==> config.mk <==
export PLATFORM = sky130hd
export DESIGN_NAME = id_stage_flat
export DESIGN_NICKNAME = d
export VERILOG_FILES = /design/src/verilog/id_pkg.sv /design/src/verilog/id_ifaces.sv /design/src/verilog/id_stage.sv /design/src/flat_wrapper.sv
export SDC_FILE = /design/constraint.sdc
export NUM_CORES = 1
export LEC_CHECK = 0
export BUFFER_PORTS_ARGS = -buffer_cell sky130_fd_sc_hd__buf_2
export CAP_MARGIN = 20
export CORE_ASPECT_RATIO = 0.6
export CORE_MARGIN = 4
export CORE_UTILIZATION = 35
export CTS_CLUSTER_SIZE = 24
export DETAILED_ROUTE_END_ITERATION = 16
export HOLD_SLACK_MARGIN = 0.02
export MAX_ROUTING_LAYER = met4
export PLACE_DENSITY = 0.81
export SKIP_LAST_GASP = 1
export SYNTH_ARGS = -nofsm -noshare
export SYNTH_HDL_FRONTEND = slang
export SYNTH_SLANG_ARGS = --single-unit
==> constraint.sdc <==
create_clock -name clk -period 3.22 [get_ports clk]
set_input_delay 0.322 -clock clk [delete_from_list [all_inputs] [get_ports clk]]
set_output_delay 0.322 -clock clk [all_outputs]
set_load 0.01 [all_outputs]
==> src/verilog/id_pkg.sv <==
/* Decode stage definitions */

package id_pkg;

  // ====================
  // Widths
  // ====================
  localparam int XLEN       = 64;   // Data and address width
  localparam int ILEN       = 32;   // Instruction width
  localparam int REG_ADDR_W = 5;    // Register index width
  localparam int OPC_W      = 7;    // Major opcode width

  // ====================
  // Major opcodes
  // ====================
  typedef enum logic [OPC_W-1:0] {
    OPC_LOAD   = 7'b0000011,
    OPC_OP_IMM = 7'b0010011,
    OPC_AUIPC  = 7'b0010111,
    OPC_STORE  = 7'b0100011,
    OPC_OP     = 7'b0110011,
    OPC_LUI    = 7'b0110111,
    OPC_BRANCH = 7'b1100011,
    OPC_JALR   = 7'b1100111,
    OPC_JAL    = 7'b1101111
  } opcode_e;

  // ====================
  // Instruction formats
  // ====================
  // IT_NONE marks an opcode outside the supported set
  typedef enum logic [2:0] {
    IT_NONE = 3'd0,
    IT_R    = 3'd1,
    IT_I    = 3'd2,
    IT_S    = 3'd3,
    IT_B    = 3'd4,
    IT_U    = 3'd5,
    IT_J    = 3'd6
  } itype_e;

endpackage

==> src/verilog/id_ifaces.sv <==
/* Decode stage interfaces */

// Holding register of the stage towards the decoder
interface fetch_if;
  logic                    valid;     // Stage holds an instruction
  logic [id_pkg::ILEN-1:0] inst;
  logic [id_pkg::XLEN-1:0] pc;
  logic [id_pkg::XLEN-1:0] pc_pred;

  modport stage (output valid, output inst, output pc, output pc_pred);
  modport dec   (input valid, input inst, input pc, input pc_pred);
endinterface


==> src/verilog/id_stage.sv <==
/* Decode input stage */

module id_stage (
  input  logic                    clk,
  input  logic                    rst,
  input  logic                    i_fetch_req,
  output logic                    o_fetch_ack,
  input  logic [id_pkg::ILEN-1:0] i_inst,
  input  logic [id_pkg::XLEN-1:0] i_pc,
  input  logic [id_pkg::XLEN-1:0] i_pc_pred,
  fetch_if.stage                  fch,
  input  logic                    i_pop
);

  logic                    valid_q;
  logic [id_pkg::ILEN-1:0] inst_q;
  logic [id_pkg::XLEN-1:0] pc_q;
  logic [id_pkg::XLEN-1:0] pc_pred_q;
  logic                    fetch_hs;

  // Ready while empty or while the held instruction leaves this cycle
  assign o_fetch_ack = !valid_q || i_pop;
  assign fetch_hs    = i_fetch_req && o_fetch_ack;

  always_ff @(posedge clk) begin
    if (rst) begin
      valid_q <= 1'b0;
    end else if (fetch_hs) begin
      valid_q <= 1'b1;
    end else if (i_pop) begin
      valid_q <= 1'b0;
    end
  end

  // ====================
  // Fetched bundle
  // ====================
  always_ff @(posedge clk) begin
    if (fetch_hs) begin
      inst_q    <= i_inst;
      pc_q      <= i_pc;
      pc_pred_q <= i_pc_pred;
    end
  end

  assign fch.valid   = valid_q;
  assign fch.inst    = inst_q;
  assign fch.pc      = pc_q;
  assign fch.pc_pred = pc_pred_q;

endmodule

==> src/flat_wrapper.sv <==
// flat-port wrapper written by rule: the top's interface ports become plain ports
module id_stage_flat 
  (clk, rst, i_fetch_req, o_fetch_ack, i_inst, i_pc, i_pc_pred, i_pop, fch_valid, fch_inst, fch_pc, fch_pc_pred);
  fetch_if fch_i ();
  input  logic clk;
  input  logic rst;
  input  logic i_fetch_req;
  output logic o_fetch_ack;
  input  logic [id_pkg::ILEN-1:0] i_inst;
  input  logic [id_pkg::XLEN-1:0] i_pc;
  input  logic [id_pkg::XLEN-1:0] i_pc_pred;
  input  logic i_pop;
  output wire logic [$bits(fch_i.valid)-1:0] fch_valid;
  output wire logic [$bits(fch_i.inst)-1:0] fch_inst;
  output wire logic [$bits(fch_i.pc)-1:0] fch_pc;
  output wire logic [$bits(fch_i.pc_pred)-1:0] fch_pc_pred;
  assign fch_valid = fch_i.valid;
  assign fch_inst = fch_i.inst;
  assign fch_pc = fch_i.pc;
  assign fch_pc_pred = fch_i.pc_pred;
  id_stage u_core (.clk(clk), .rst(rst), .i_fetch_req(i_fetch_req), .o_fetch_ack(o_fetch_ack), .i_inst(i_inst), .i_pc(i_pc), .i_pc_pred(i_pc_pred), .fch(fch_i), .i_pop(i_pop));
endmodule
### After elaboration in Yosys (flattened, before gate mapping)

Index checks and enable logic that the tools add are counted.

* order comparisons: 0
* $mul: 0
* div/mod/pow operators: 0
* bitwise gates (word level): 0
* multiplexer cells: 2
* shift operators: 0
* reductions and logical operators: 4
* add/subtract/negate cells: 0
* equality and inequality tests: 0

Operator list (count)
* 1-bit 2-to-1 mux: 2
* 2-bit nonzero test: 1
* 1-bit logical AND: 1
* 1-bit zero test: 1
* 1-bit logical OR: 1

* bits in writable memories: 0
* memories kept: 0
* bits in latches: 0
* word-level logic and storage cells: 10
* output and inout port bits: 162
* ROM bits: 0
* input bits: 164
* flip-flop bits (word level): 161

### Logic depth before layout (Yosys ltp)

Gate-level depths: netlist of run 1.

* depth after elaboration: 4
* mapped depth: 2
* gate-level depth less buffers: 2

### Worst setup path before layout of run 1

OpenSTA, ideal clock, no wires.

* path kind: input port to flip-flop
* start: input port i_pop
* end: register u_core.inst_q, in the netlist u_core.fch.inst[0] (enable)
* path slack: 1.176 ns
* stages on the path: 2
* required time: 2.811 ns
* path buffers: 0
* arrival: 1.635 ns
* setup time: 0.409 ns
* cells stage by stage: nand2b_4 > and2_4

* cells in the longest elaborated chain, start to end: 2

Ends and longest elaborated chain
* start: declaration: line flat_wrapper.sv:12 `input logic i_pop;`
* 1-bit logical OR: line id_stage.sv:22 `assign o_fetch_ack = !valid_q || i_pop;`
* 1-bit logical AND: line id_stage.sv:23 `assign fetch_hs = i_fetch_req && o_fetch_ack;`
* named net u_core.fetch_hs: line id_stage.sv:19 `logic fetch_hs;`
* end signal: assignment: line id_stage.sv:40 `inst_q <= i_inst;`
* end: declaration: line id_stage.sv:16 `logic [id_pkg::ILEN-1:0] inst_q;`

The timed path passes the listed nets, and every way through them passes these cells.
A chain may end at the register's enable or synchronous reset.

### Worst setup path after layout of run 1

* start: register u_core.valid_q, in the netlist u_core.fch.valid
* end: register u_core.pc_q, in the netlist u_core.fch.pc[38] (enable)

* cells in the longest elaborated chain, start to end: 3

Ends and longest elaborated chain
* start: declaration: line id_stage.sv:15 `logic valid_q;`
* start signal: assignment: line id_stage.sv:27 `valid_q <= 1'b0;`
* start signal: assignment: line id_stage.sv:29 `valid_q <= 1'b1;`
* start signal: assignment: line id_stage.sv:31 `valid_q <= 1'b0;`
* 1-bit zero test: line id_stage.sv:22
* 1-bit logical OR: line id_stage.sv:22
* 1-bit logical AND: line id_stage.sv:23
* named net u_core.fetch_hs: line id_stage.sv:19
* end signal: assignment: line id_stage.sv:41 `pc_q <= i_pc;`
* end: declaration: line id_stage.sv:17 `logic [id_pkg::XLEN-1:0] pc_q;`

The timed path passes the listed nets, and every way through them passes these cells.

==> flow_summary.json, run 1 <==
{
  "timing.clock.skew_ns": 0.0116,
  "crit_path_category": "reg -> reg",
  "antenna_left": 0,
  "clock-root-buffer": "sky130_fd_sc_hd__clkbuf_16",
  "floorplan.initialDensity_pct": 35.7,
  "synth.net_count": 329,
  "ys_seq_area_share_pct": 99.3,
  "fp-row-count": 33,
  "clkLatencyLatePin_ns": 0.40,
  "portBuffers": 325,
  "cts-buffers-inserted": 17,
  "cts.path.max_buffers": 2,
  "antennaDiodeCount": 0,
  "postSynthCellCount": 165,
  "boundaryPins": 326,
  "grt_usage_pct": 15.2,
  "vias": 2996,
  "finalSetupTns_ns": 0,
  "area_delta_synth_final_pct": 50.1,
  "status": "completed",
  "average_vias_per_placed_instance": 4.29,
  "fp.dieW_um": 160,
  "post_cts_resize_count": 0,
  "fin_cells": 698,
  "detail_route.iter0.violations": 150,
  "dpl.hpwl_um": 9090,
  "cts.clk_slew.worst_paths_ns": 0.07,
  "final.fill_count": 1123,
  "routedWlPerCell_um": 17.3,
  "p_int_w": 0.00369,
  "fmaxAchievable_mhz": 582,
  "power_density_over_the_cells_nw_per_um2": 650,
  "die-height_um": 99.3,
  "setup_violations": 0,
  "maximum_number_of_pins_on_one_net_before_global_route_repair": 160,
  "power.static_leakage_nw": 3.14,
  "final_core_util_pct": 53.5,
  "synth_cell_type_count": 6,
  "design.core.area_um2": 13600,
  "total_iterations_of_the_first_detailed_routing_run": 4,
  "number_of_max_cap_violations": 0,
  "worst_slew_pin_slew_ns": 0.902,
  "hold_depth": 2,
  "finalWeightedCongestion": 0.804,
  "cts.sink_count": 161,
  "grt_pass1_vias": 3223,
  "drc": 0,
  "finalCriticalPeriod_ns": 1.72,
  "combinationalPowerShare_pct": 7.1,
  "cts.repair_timing.setup_buffer_count": 0,
  "end_kind": "flop",
  "max_slew_margin_pct": 39.9,
  "totalPowerFinal_w": 0.00474,
  "seqPwrFrac_pct": 52.4,
  "crit_path_max_fanout": 159,
  "max-vdd-ir-drop_uv": 304,
  "timing_max_transition_violations_final": 0,
  "holdCritPathClass": "in -> reg",
  "reg2reg_depth": 3,
  "power.share.switching_pct": 22.2,
  "grt_overflow_total": 0,
  "drt_wl_total_um": 12000,
  "layout-drive-gt1-share_pct": 68.8,
  "first_pass_grt_wire_length_um": 17600,
  "finish.net_count": 674,
  "synth.yosys.warnings": 0,
  "finalHoldViolCount": 0,
  "number_of_buffers_inserted_for_hold_repair_after_clock_tree_synthesis": 0,
  "timing.critical_path.required_ns": 3.24,
  "postSynthRegisterBits": 161,
  "dp_cells": 666,
  "crit_arrival_ns": 1.74,
  "synthesis.area_per_instance_um2": 29.5,
  "floorplan.die_area_um2": 15900,
  "mappedNetlistArea_um2": 4860,
  "tritoncts": "built",
  "p_clk_share_pct": 40.5,
  "critical_path.startpoint_type": "flop",
  "rsz0062_at_grt": "false",
  "fin_crit_sh_pct": 53.4,
  "cts_h_tree_lvls": 4,
  "power.net_switching_w": 0.00106,
  "antenna_found_initial": 0
}
## layout by cell type (no fill, tap or decap)
master / count
sky130_fd_sc_hd__clkinv_2: 1
sky130_fd_sc_hd__bufinv_16: 1
sky130_fd_sc_hd__dfxtp_1: 1
sky130_fd_sc_hd__and2_4: 1
sky130_fd_sc_hd__edfxtp_1: 160
sky130_fd_sc_hd__clkinvlp_4: 1
sky130_fd_sc_hd__inv_6: 7
sky130_fd_sc_hd__inv_1: 1
sky130_fd_sc_hd__a21oi_2: 1
sky130_fd_sc_hd__clkinv_1: 1
sky130_fd_sc_hd__inv_8: 1
sky130_fd_sc_hd__nand2b_4: 1
sky130_fd_sc_hd__clkbuf_16: 17
sky130_fd_sc_hd__clkinv_4: 3
sky130_fd_sc_hd__buf_12: 1
sky130_fd_sc_hd__buf_2: 325
## worst paths after layout
| check | to | slack [ns] | start |
|---|---|---|---|
| max | u_core.fch.pc[38]$_DFFE_PP_ | 1.50 | u_core.fch.valid$_SDFFE_PP0P_ |
| min | u_core.fch.valid$_SDFFE_PP0P_ | 0.07 | rst |
| max reg2reg | u_core.fch.pc[38]$_DFFE_PP_ | 1.50 | u_core.fch.valid$_SDFFE_PP0P_ |
| min reg2reg | u_core.fch.valid$_SDFFE_PP0P_ | 0.51 | u_core.fch.valid$_SDFFE_PP0P_ |
## sequential cells by signal, indices dropped and copies added, names as in the netlist
name                cells
u_core.fch.pc_pred     64
u_core.fch.valid        1
u_core.fch.pc          64
u_core.fch.inst        32
## power by group through the flow
| stage | combinational, W | sequential [W] | clock [W] |
|---|---|---|---|
| CTS | 0.000343 | 0.00249 | 0.00198 |
| finish | 0.000336 | 0.00248 | 0.00192 |
| global placement | 0.000334 | 0.00252 | 0 |
| detailed placement | 0.000343 | 0.00253 | 0 |
| floorplan | 0.0000395 | 0.00260 | 0 |
| global route | 0.000365 | 0.00249 | 0.00208 |
## cells by family after synthesis
kind of cell           after synthesis  share of synthesized area, %
AOI/OAI and AO/OA                    1                         0.180
DFF                                161                          99.3
buffers and inverters                1                        0.0772
and+or+nand+nor                      2                         0.463
## metrics by stage
step | setup slack, ns | hold slack (ns) | area (um2)
after floorplan | 1.18 | 0.384 | 4860
after global placement | 1.53 | 0.487 | 6730
after detailed placement | 1.48 | 0.495 | 6730
after CTS | 1.58 | 0.0554 | 7300
after global routing | 1.49 | 0.0526 | 7300
final | 1.50 | 0.0749 | 7300
## critical path, stage by stage, from the launching register on
cell and delay [ns]:
sky130_fd_sc_hd__dfxtp_1 0.34, sky130_fd_sc_hd__nand2b_4 0.08, sky130_fd_sc_hd__and2_4 0.16, sky130_fd_sc_hd__buf_12 0.53
## cells in the mapped netlist
cell type,count,share of area (%)
sky130_fd_sc_hd__edfxtp_1,160,99
sky130_fd_sc_hd__dfxtp_1,1,0.41
sky130_fd_sc_hd__inv_1,1,0.077
sky130_fd_sc_hd__and2_4,1,0.18
sky130_fd_sc_hd__nand2b_4,1,0.28
sky130_fd_sc_hd__a21oi_2,1,0.18
## metal layers
metal	wire (um)	track usage [%]
met2	6220	25.2
met5	0	-
met1	4540	17.0
met3	1210	6.79
met4	76	3.97
## final cells by class
type	count	area [um2]	share of cell area, %
clock buffer	17	425	5.83
clock inverter	15	145	1.99
inverter	1	3.75	0.0514
multi-input combinational	3	31.3	0.429
sequential	161	4820	66.1
tap	175	219	3.00
timing repair buffer	326	1650	22.6
Power figures use the tool's default switching activity.
==> run 2, diff against run 1 <==
--- a/config.mk
+++ b/config.mk
@@ -5,6 +5,7 @@
 export SDC_FILE = /design/constraint.sdc
 export NUM_CORES = 1
 export LEC_CHECK = 0
+export ABC_AREA = 1
 export BUFFER_PORTS_ARGS = -buffer_cell sky130_fd_sc_hd__buf_2
 export CAP_MARGIN = 20
 export CORE_ASPECT_RATIO = 0.6
==> constraint.sdc (replaced) <==
create_clock -name clk -period 1.7 [get_ports clk]
set_input_delay 0.17 -clock clk [delete_from_list [all_inputs] [get_ports clk]]
set_output_delay 0.17 -clock clk [all_outputs]
set_load 0.01 [all_outputs]
==> flow_summary.json, run 2 <==
{
  "number_of_buffers_inserted_for_hold_repair_after_clock_tree_synthesis": 141,
  "synth.net_count": 330,
  "synth.yosys.warnings": 0,
  "cts-buffers-inserted": 17,
  "dpl.hpwl_um": 9730,
  "cts.path.max_buffers": 2,
  "status": "aborted with a tool error",
  "cts_h_tree_lvls": 4,
  "synth_most_common_cell": "sky130_fd_sc_hd__edfxtp_1",
  "mappedNetlistArea_um2": 4850,
  "postSynthRegisterBits": 161,
  "clock-root-buffer": "sky130_fd_sc_hd__clkbuf_16",
  "floorplan.initialDensity_pct": 35.6,
  "die-height_um": 99.2,
  "synth.largest_area_cell": "sky130_fd_sc_hd__edfxtp_1",
  "yosys_most_used_dff": "sky130_fd_sc_hd__edfxtp_1",
  "fp-row-count": 33,
  "boundaryPins": 326,
  "post-synth-top-area-fraction_pct": 99.0,
  "cts.repair_timing.setup_buffer_count": 0,
  "stopping_stage": "clock tree synthesis",
  "portBuffers": 325,
  "number_of_enable_flip_flop_cells_after_synthesis": 160,
  "post_cts_resize_count": 0,
  "synthesis.area_per_instance_um2": 29.2,
  "finalWeightedCongestion": 0.810,
  "cts.sink_count": 161,
  "fp.dieW_um": 160,
  "ys_seq_area_share_pct": 99.4,
  "synthTopCellsByArea": "sky130_fd_sc_hd__edfxtp_1 (99%), sky130_fd_sc_hd__dfxtp_1 (0.41%), sky130_fd_sc_hd__a21oi_2 (0.18%)",
  "postSynthCellCount": 166,
  "synth_cell_type_count": 7,
  "toolErrorMsg": "[ERROR RSZ-0060] Max buffer count reached.",
  "ys_async_sr_fraction_pct": 0
}
run 2: per-stage QoR:
step / setup TNS (ns) / instances / worst slack (ns) / cell area (um2) / hold slack (ns)
after detailed placement: 0 / 668 / 0.350 / 6750 / 0.330
after global placement: 0 / 668 / 0.400 / 6750 / 0.330
after floorplan: -275.73 / 166 / -1.72 / 4860 / 0.225
run 2: cell families after synthesis:
family                 share of synthesized area, %
AND/OR/NAND/NOR                               0.129
flip-flops                                     99.4
AO/OA/AOI/OAI                                 0.284
buffers and inverters                         0.155
==> run 3, diff against run 2 <==
--- a/config.mk
+++ b/config.mk
@@ -8,14 +8,10 @@
 export ABC_AREA = 1
 export BUFFER_PORTS_ARGS = -buffer_cell sky130_fd_sc_hd__buf_2
 export CAP_MARGIN = 20
-export CORE_ASPECT_RATIO = 0.6
 export CORE_MARGIN = 4
-export CORE_UTILIZATION = 35
-export CTS_CLUSTER_SIZE = 24
+export CORE_UTILIZATION = 20
 export DETAILED_ROUTE_END_ITERATION = 16
-export HOLD_SLACK_MARGIN = 0.02
-export MAX_ROUTING_LAYER = met4
-export PLACE_DENSITY = 0.81
+export PLACE_DENSITY_LB_ADDON = 0.15
 export SKIP_LAST_GASP = 1
 export SYNTH_ARGS = -nofsm -noshare
 export SYNTH_HDL_FRONTEND = slang
==> flow_summary.json, run 3 <==
{
  "holdCritPathClass": "in -> reg",
  "antenna_left": 0,
  "number_of_enable_flip_flop_cells_after_synthesis": 160,
  "boundaryPins": 326,
  "cts.sink_count": 161,
  "design.core.area_um2": 23700,
  "fp.dieW_um": 164,
  "end_kind": "flop",
  "min-delay-start": "i_pop",
  "dpl.hpwl_um": 10000,
  "clkLatencyLatePin_ns": 0.42,
  "layout_common_cells": "sky130_fd_sc_hd__buf_2 (325), sky130_fd_sc_hd__dlygate4sd3_1 (162), sky130_fd_sc_hd__edfxtp_1 (160)",
  "finalWeightedCongestion": 0.732,
  "reg2reg_depth": 2,
  "fp-row-count": 56,
  "average_vias_per_placed_instance": 3.58,
  "antennaDiodeCount": 0,
  "status": "completed",
  "detail_route.iter0.violations": 112,
  "crit_arrival_ns": 1.49,
  "floorplan.die_area_um2": 26800,
  "rsz0062_at_grt": "false",
  "layout_commonest_cell": "sky130_fd_sc_hd__buf_2",
  "synth.largest_area_cell": "sky130_fd_sc_hd__edfxtp_1",
  "cts.path.max_buffers": 2,
  "critical_path.startpoint_type": "flop",
  "timing.clock.skew_ns": 0.00572,
  "floorplan.initialDensity_pct": 20.5,
  "worst_slew_pin_slew_ns": 0.525,
  "crit_path_max_fanout": 92,
  "grt_overflow_total": 0,
  "fin_crit_sh_pct": 84.3,
  "finish.net_count": 838,
  "finalCriticalPeriod_ns": 1.43,
  "final.fill_count": 2254,
  "clock-root-buffer": "sky130_fd_sc_hd__clkbuf_16",
  "timing.critical_path.required_ns": 1.75,
  "ff2ff_setup_slack_ns": 0.27,
  "postSynthRegisterBits": 161,
  "power.static_leakage_nw": 3.82,
  "number_of_max_cap_violations": 0,
  "mappedNetlistArea_um2": 4850,
  "setup_violations": 0,
  "ys_seq_area_share_pct": 99.4,
  "synth.yosys.warnings": 0,
  "area_delta_synth_final_pct": 87.6,
  "total_iterations_of_the_first_detailed_routing_run": 4,
  "synth_most_common_cell": "sky130_fd_sc_hd__edfxtp_1",
  "ys_async_sr_fraction_pct": 0,
  "tritoncts": "built",
  "totalPowerFinal_w": 0.00925,
  "drt_wl_total_um": 14400,
  "first_pass_grt_wire_length_um": 21000,
  "crit_path_category": "reg -> reg",
  "hold_depth": 4,
  "setup.worst_path.start": "u_core.fch.valid$_SDFFE_PP0P_",
  "finalHoldViolCount": 0,
  "postSynthCellCount": 166,
  "cts.clk_slew.worst_paths_ns": 0.07,
  "cts.repair_timing.setup_buffer_count": 0,
  "finalSetupTns_ns": 0,
  "routedWlPerCell_um": 14.3,
  "die-height_um": 164,
  "fin_cells": 1006,
  "yosys_most_used_dff": "sky130_fd_sc_hd__edfxtp_1",
  "power_density_over_the_cells_nw_per_um2": 1020,
  "max_slew_margin_pct": 65.0,
  "synth_cell_type_count": 7,
  "cts-buffers-inserted": 17,
  "maximum_number_of_pins_on_one_net_before_global_route_repair": 93,
  "vias": 3606,
  "drc": 0,
  "grt_usage_pct": 10.2,
  "dp_cells": 812,
  "synthesis.area_per_instance_um2": 29.2,
  "regToRegStartpoint": "u_core.fch.valid$_SDFFE_PP0P_",
  "synthTopCellsByArea": "sky130_fd_sc_hd__edfxtp_1 (99%), sky130_fd_sc_hd__dfxtp_1 (0.41%), sky130_fd_sc_hd__a21oi_2 (0.18%)",
  "portBuffers": 325,
  "post_cts_resize_count": 0,
  "synth.net_count": 330,
  "max-vdd-ir-drop_uv": 509,
  "cts_h_tree_lvls": 4,
  "timing_max_transition_violations_final": 0,
  "grt_pass1_vias": 4060,
  "fmaxAchievable_mhz": 698,
  "post-synth-top-area-fraction_pct": 99.0,
  "antenna_found_initial": 0,
  "layout-drive-gt1-share_pct": 52.7
}
==> run 3: cell type report <==
cell class / instances / area [um2] / share of cell area, %
clock buffers: 17 / 425 / 4.67
clock inverters: 15 / 128 / 1.40
inverters: 2 / 7.51 / 0.0825
multi-input cells: 3 / 31.3 / 0.344
flip-flops and latches: 161 / 4830 / 53.0
well taps: 319 / 399 / 4.38
repair buffers: 489 / 3290 / 36.1
==> run 3: cell families after synthesis <==
| kind of cell | count (synthesis) | synth area share, % |
|---|---|---|
| simple gates | 1 | 0.129 |
| buf+inv | 2 | 0.155 |
| flops | 161 | 99.4 |
| compound gates | 2 | 0.284 |
==> run 3: repair_timing <==
action	CTS	global route
hold endpoints to repair	161	0
endpoints found under the setup margin	0	0
hold buffers	162	0
==> run 3: per-stage QoR <==
step | util (%) | worst slack [ns] | cell area [um2] | hold slack, ns
6_report | 38.4 | 0.268 | 9100 | 0.409
5_1_grt | 38.4 | 0.224 | 9100 | 0.412
4_1_cts | 38.4 | 0.278 | 9100 | 0.413
3_5_place_dp | 29.3 | 0.288 | 6930 | 0.348
3_3_place_gp | 29.3 | 0.315 | 6930 | 0.342
2_1_floorplan | - | -1.72 | 4860 | 0.225
==> run 3: routing by layer <==
metal,GRT usage (%),routed length [um],vias up
li1,-,-,1689
met1,10.5,5170,1710
met2,18.3,7540,190
met3,4.39,1350,17
met4,3.81,299,0
met5,0,0,-
==> run 3: critical path, cell delays in order, from the launching register on <==
cell and delay (ns):
sky130_fd_sc_hd__dfxtp_2 0.35, sky130_fd_sc_hd__a21oi_4 0.22, sky130_fd_sc_hd__buf_12 0.38
==> run 3: where the power goes <==
group | switching (W) | internal [W]
Combinational | 0.000422 | 0.000529
Clock | 0.00168 | 0.00192
Sequential | 0.0000546 | 0.00464
==> run 3: path summary, 6_finish.rpt <==
kind	end
hold / removal	u_core.fch.inst[25]$_DFFE_PP_
setup reg to reg	u_core.fch.pc[48]$_DFFE_PP_
hold reg to reg	u_core.fch.inst[25]$_DFFE_PP_
setup / recovery	u_core.fch.pc[48]$_DFFE_PP_
==> run 4, diff against run 3 <==
--- a/config.mk
+++ b/config.mk
@@ -5,7 +5,7 @@
 export SDC_FILE = /design/constraint.sdc
 export NUM_CORES = 1
 export LEC_CHECK = 0
-export ABC_AREA = 1
+export ABC_AREA = 0
 export BUFFER_PORTS_ARGS = -buffer_cell sky130_fd_sc_hd__buf_2
 export CAP_MARGIN = 20
 export CORE_MARGIN = 4
==> constraint.sdc (replaced) <==
create_clock -name clk -period 1.16 [get_ports clk]
set_input_delay 0.116 -clock clk [delete_from_list [all_inputs] [get_ports clk]]
set_output_delay 0.116 -clock clk [all_outputs]
set_load 0.01 [all_outputs]
==> flow_summary.json, run 4 (synthesis gave the netlist of run 1 again) <==
{
  "met3RoutedLength_um": 1470,
  "combinationalPowerShare_pct": 11.0,
  "fp-row-count": 56,
  "power.share.switching_pct": 21.0,
  "design.core.area_um2": 23700,
  "power_density_over_the_cells_nw_per_um2": 1530,
  "cts_h_tree_lvls": 4,
  "fin_cells": 1025,
  "timing_max_transition_violations_final": 0,
  "min-delay-start": "i_pop",
  "placed_cell_area_um2": 6980,
  "dp_cells": 816,
  "vias": 3660,
  "floorplan.initialDensity_pct": 20.5,
  "fmaxAchievable_mhz": 811,
  "power.net_switching_w": 0.00308,
  "crit_path_category": "reg -> reg",
  "area_delta_synth_final_pct": 97.3,
  "power.static_leakage_nw": 4.04,
  "floorplan.die_area_um2": 26900,
  "cts.clk_slew.worst_paths_ns": 0.06,
  "grt_usage_pct": 11.2,
  "ff2ff_setup_slack_ns": -0.07,
  "hold_path_end": "u_core.fch.valid$_SDFFE_PP0P_",
  "clock-root-buffer": "sky130_fd_sc_hd__clkbuf_16",
  "cts-buffers-inserted": 17,
  "whs_ns": 0.109,
  "grt_pass1_vias": 4128,
  "met2RoutedLength_um": 8580,
  "register_area_um2": 4830,
  "final.fill_count": 2203,
  "hold_depth": 4,
  "regToRegStartpoint": "u_core.fch.valid$_SDFFE_PP0P_",
  "rsz0062_at_grt": "true",
  "layout-drive-gt1-share_pct": 53.8,
  "max_slew_margin_pct": 87.8,
  "dpl.hpwl_um": 10500,
  "max-vdd-ir-drop_uv": 750,
  "antenna_found_initial": 0,
  "final_core_util_pct": 40.5,
  "p_int_w": 0.0116,
  "finalSetupTns_ns": -8.56,
  "crit_arrival_ns": 1.37,
  "fp.dieW_um": 164,
  "postLayoutSetupSlackWorst_ns": -0.0730,
  "first_pass_grt_wire_length_um": 22400,
  "routedWlPerCell_um": 15.5,
  "maximum_number_of_pins_on_one_net_before_global_route_repair": 49,
  "finalCriticalPeriod_ns": 1.23,
  "die-height_um": 164,
  "reg2reg_depth": 4,
  "cts.sink_count": 161,
  "critical_path.startpoint_type": "flop",
  "boundaryPins": 326,
  "stdcell_area_um2": 9590,
  "finalWeightedCongestion": 0.735,
  "finish.net_count": 857,
  "holdCritPathClass": "in -> reg",
  "fin_crit_sh_pct": 106,
  "portBuffers": 325,
  "failed_checks": "negative setup slack",
  "layout_commonest_cell": "sky130_fd_sc_hd__buf_2",
  "highest_layer": "met4",
  "crit_path_max_fanout": 11,
  "wirelength_met1_um": 5680,
  "layout_common_cells": "sky130_fd_sc_hd__buf_2 (324), sky130_fd_sc_hd__dlygate4sd3_1 (162), sky130_fd_sc_hd__edfxtp_1 (160)",
  "cts.path.max_buffers": 2,
  "number_of_max_cap_violations": 0,
  "antenna_left": 0,
  "timing.critical_path.required_ns": 1.29,
  "r2r-end": "u_core.fch.pc[56]$_DFFE_PP_",
  "average_vias_per_placed_instance": 3.57,
  "clkLatencyLatePin_ns": 0.42,
  "p_clk_share_pct": 42.0,
  "antennaDiodeCount": 0,
  "multiInputGateArea_um2": 31.3,
  "finalHoldViolCount": 0,
  "end_kind": "flop",
  "grt_overflow_total": 0,
  "tritoncts": "built",
  "drc": 0,
  "timing.clock.skew_ns": 0.00838,
  "total_iterations_of_the_first_detailed_routing_run": 4,
  "worst_slew_pin_slew_ns": 0.183,
  "setup_violations": 158,
  "drt_wl_total_um": 15900,
  "status": "complete, but fails checks",
  "detail_route.iter0.violations": 136,
  "seqPwrFrac_pct": 46.9
}
## run 4: cell types whose count changed in the layout (fill, tap and decap cells not counted), moves of 2 or more
cell and delta:
sky130_fd_sc_hd__clkinv_4 -3, sky130_fd_sc_hd__buf_16 +6, sky130_fd_sc_hd__clkbuf_1 +3, sky130_fd_sc_hd__inv_8 -4
sky130_fd_sc_hd__buf_4 +4, sky130_fd_sc_hd__buf_8 +2, sky130_fd_sc_hd__clkinv_1 -2, sky130_fd_sc_hd__bufinv_16 +5
sky130_fd_sc_hd__inv_6 -2, sky130_fd_sc_hd__clkbuf_16 +5, sky130_fd_sc_hd__buf_6 +3, sky130_fd_sc_hd__clkinvlp_4 +4
## run 4: worst max-delay path by stage
| stage | end | slack (ns) | from | cells past startpoint |
|---|---|---|---|---|
| after CTS | u_core.fch.inst[5]$_DFFE_PP_ | -0.10 | u_core.fch.valid$_SDFFE_PP0P_ | 4 |
| after floorplan | u_core.fch.inst[0]$_DFFE_PP_ | -0.85 | u_core.fch.valid$_SDFFE_PP0P_ | 2 |
| after detailed placement | u_core.fch.pc[50]$_DFFE_PP_ | -0.1 | u_core.fch.valid$_SDFFE_PP0P_ | 3 |
| after global routing | u_core.fch.inst[18]$_DFFE_PP_ | -0.12 | u_core.fch.valid$_SDFFE_PP0P_ | 4 |
| final | u_core.fch.pc[56]$_DFFE_PP_ | -0.07 | u_core.fch.valid$_SDFFE_PP0P_ | 4 |
| after global placement | u_core.fch.inst[17]$_DFFE_PP_ | -0.08 | u_core.fch.valid$_SDFFE_PP0P_ | 3 |
## run 4: timing repair
item | CTS | global route
endpoints found under the hold margin | 161 | 0
hold buffers | 162 | 0
endpoints found under the setup margin | 142 | 158
gates cloned | 3 | 8
setup buffers | 3 | 1
gates resized for setup | 6 | 4
pin swaps | 0 | 0
## run 4: area by class of cell
class / instances / area share, %
flip-flops and latches: 161 / 50.3
repair buffers: 509 / 38.4
clock buffers: 20 / 4.55
well taps: 319 / 4.16
clock inverters: 12 / 2.15
multi-input cells: 3 / 0.326
inverters: 1 / 0.0391
## run 4: power groups by stage
stage          clock network [W]  registers (W)  logic, W
2_1_floorplan                  0        0.00721  0.000110
3_3_place_gp                   0        0.00701   0.00100
3_5_place_dp                   0        0.00701   0.00101
4_1_cts                  0.00636        0.00689   0.00154
5_1_grt                  0.00662        0.00691   0.00175
6_report                 0.00617        0.00688   0.00162
## run 4: through the flow
stage | power (W) | setup WS, ns
after floorplan | 0.00732 | -0.851
after global placement | 0.00802 | -0.0789
after detailed placement | 0.00802 | -0.0986
after CTS | 0.0148 | -0.100
after global routing | 0.0153 | -0.116
final | 0.0147 | -0.0730
## run 4: routing by layer
metal	GRT usage, %	vias up
met3	4.29	13
met2	21.1	186
met5	0	-
met1	11.2	1727
li1	-	1734
met4	3.89	0
## run 4: critical path, stage by stage, from the launching register on
cell and delay [ns]:
sky130_fd_sc_hd__dfxtp_2 0.34, sky130_fd_sc_hd__nand2b_4 0.07, sky130_fd_sc_hd__and2_4 0.21, sky130_fd_sc_hd__buf_12 0.16, sky130_fd_sc_hd__clkbuf_16 0.17
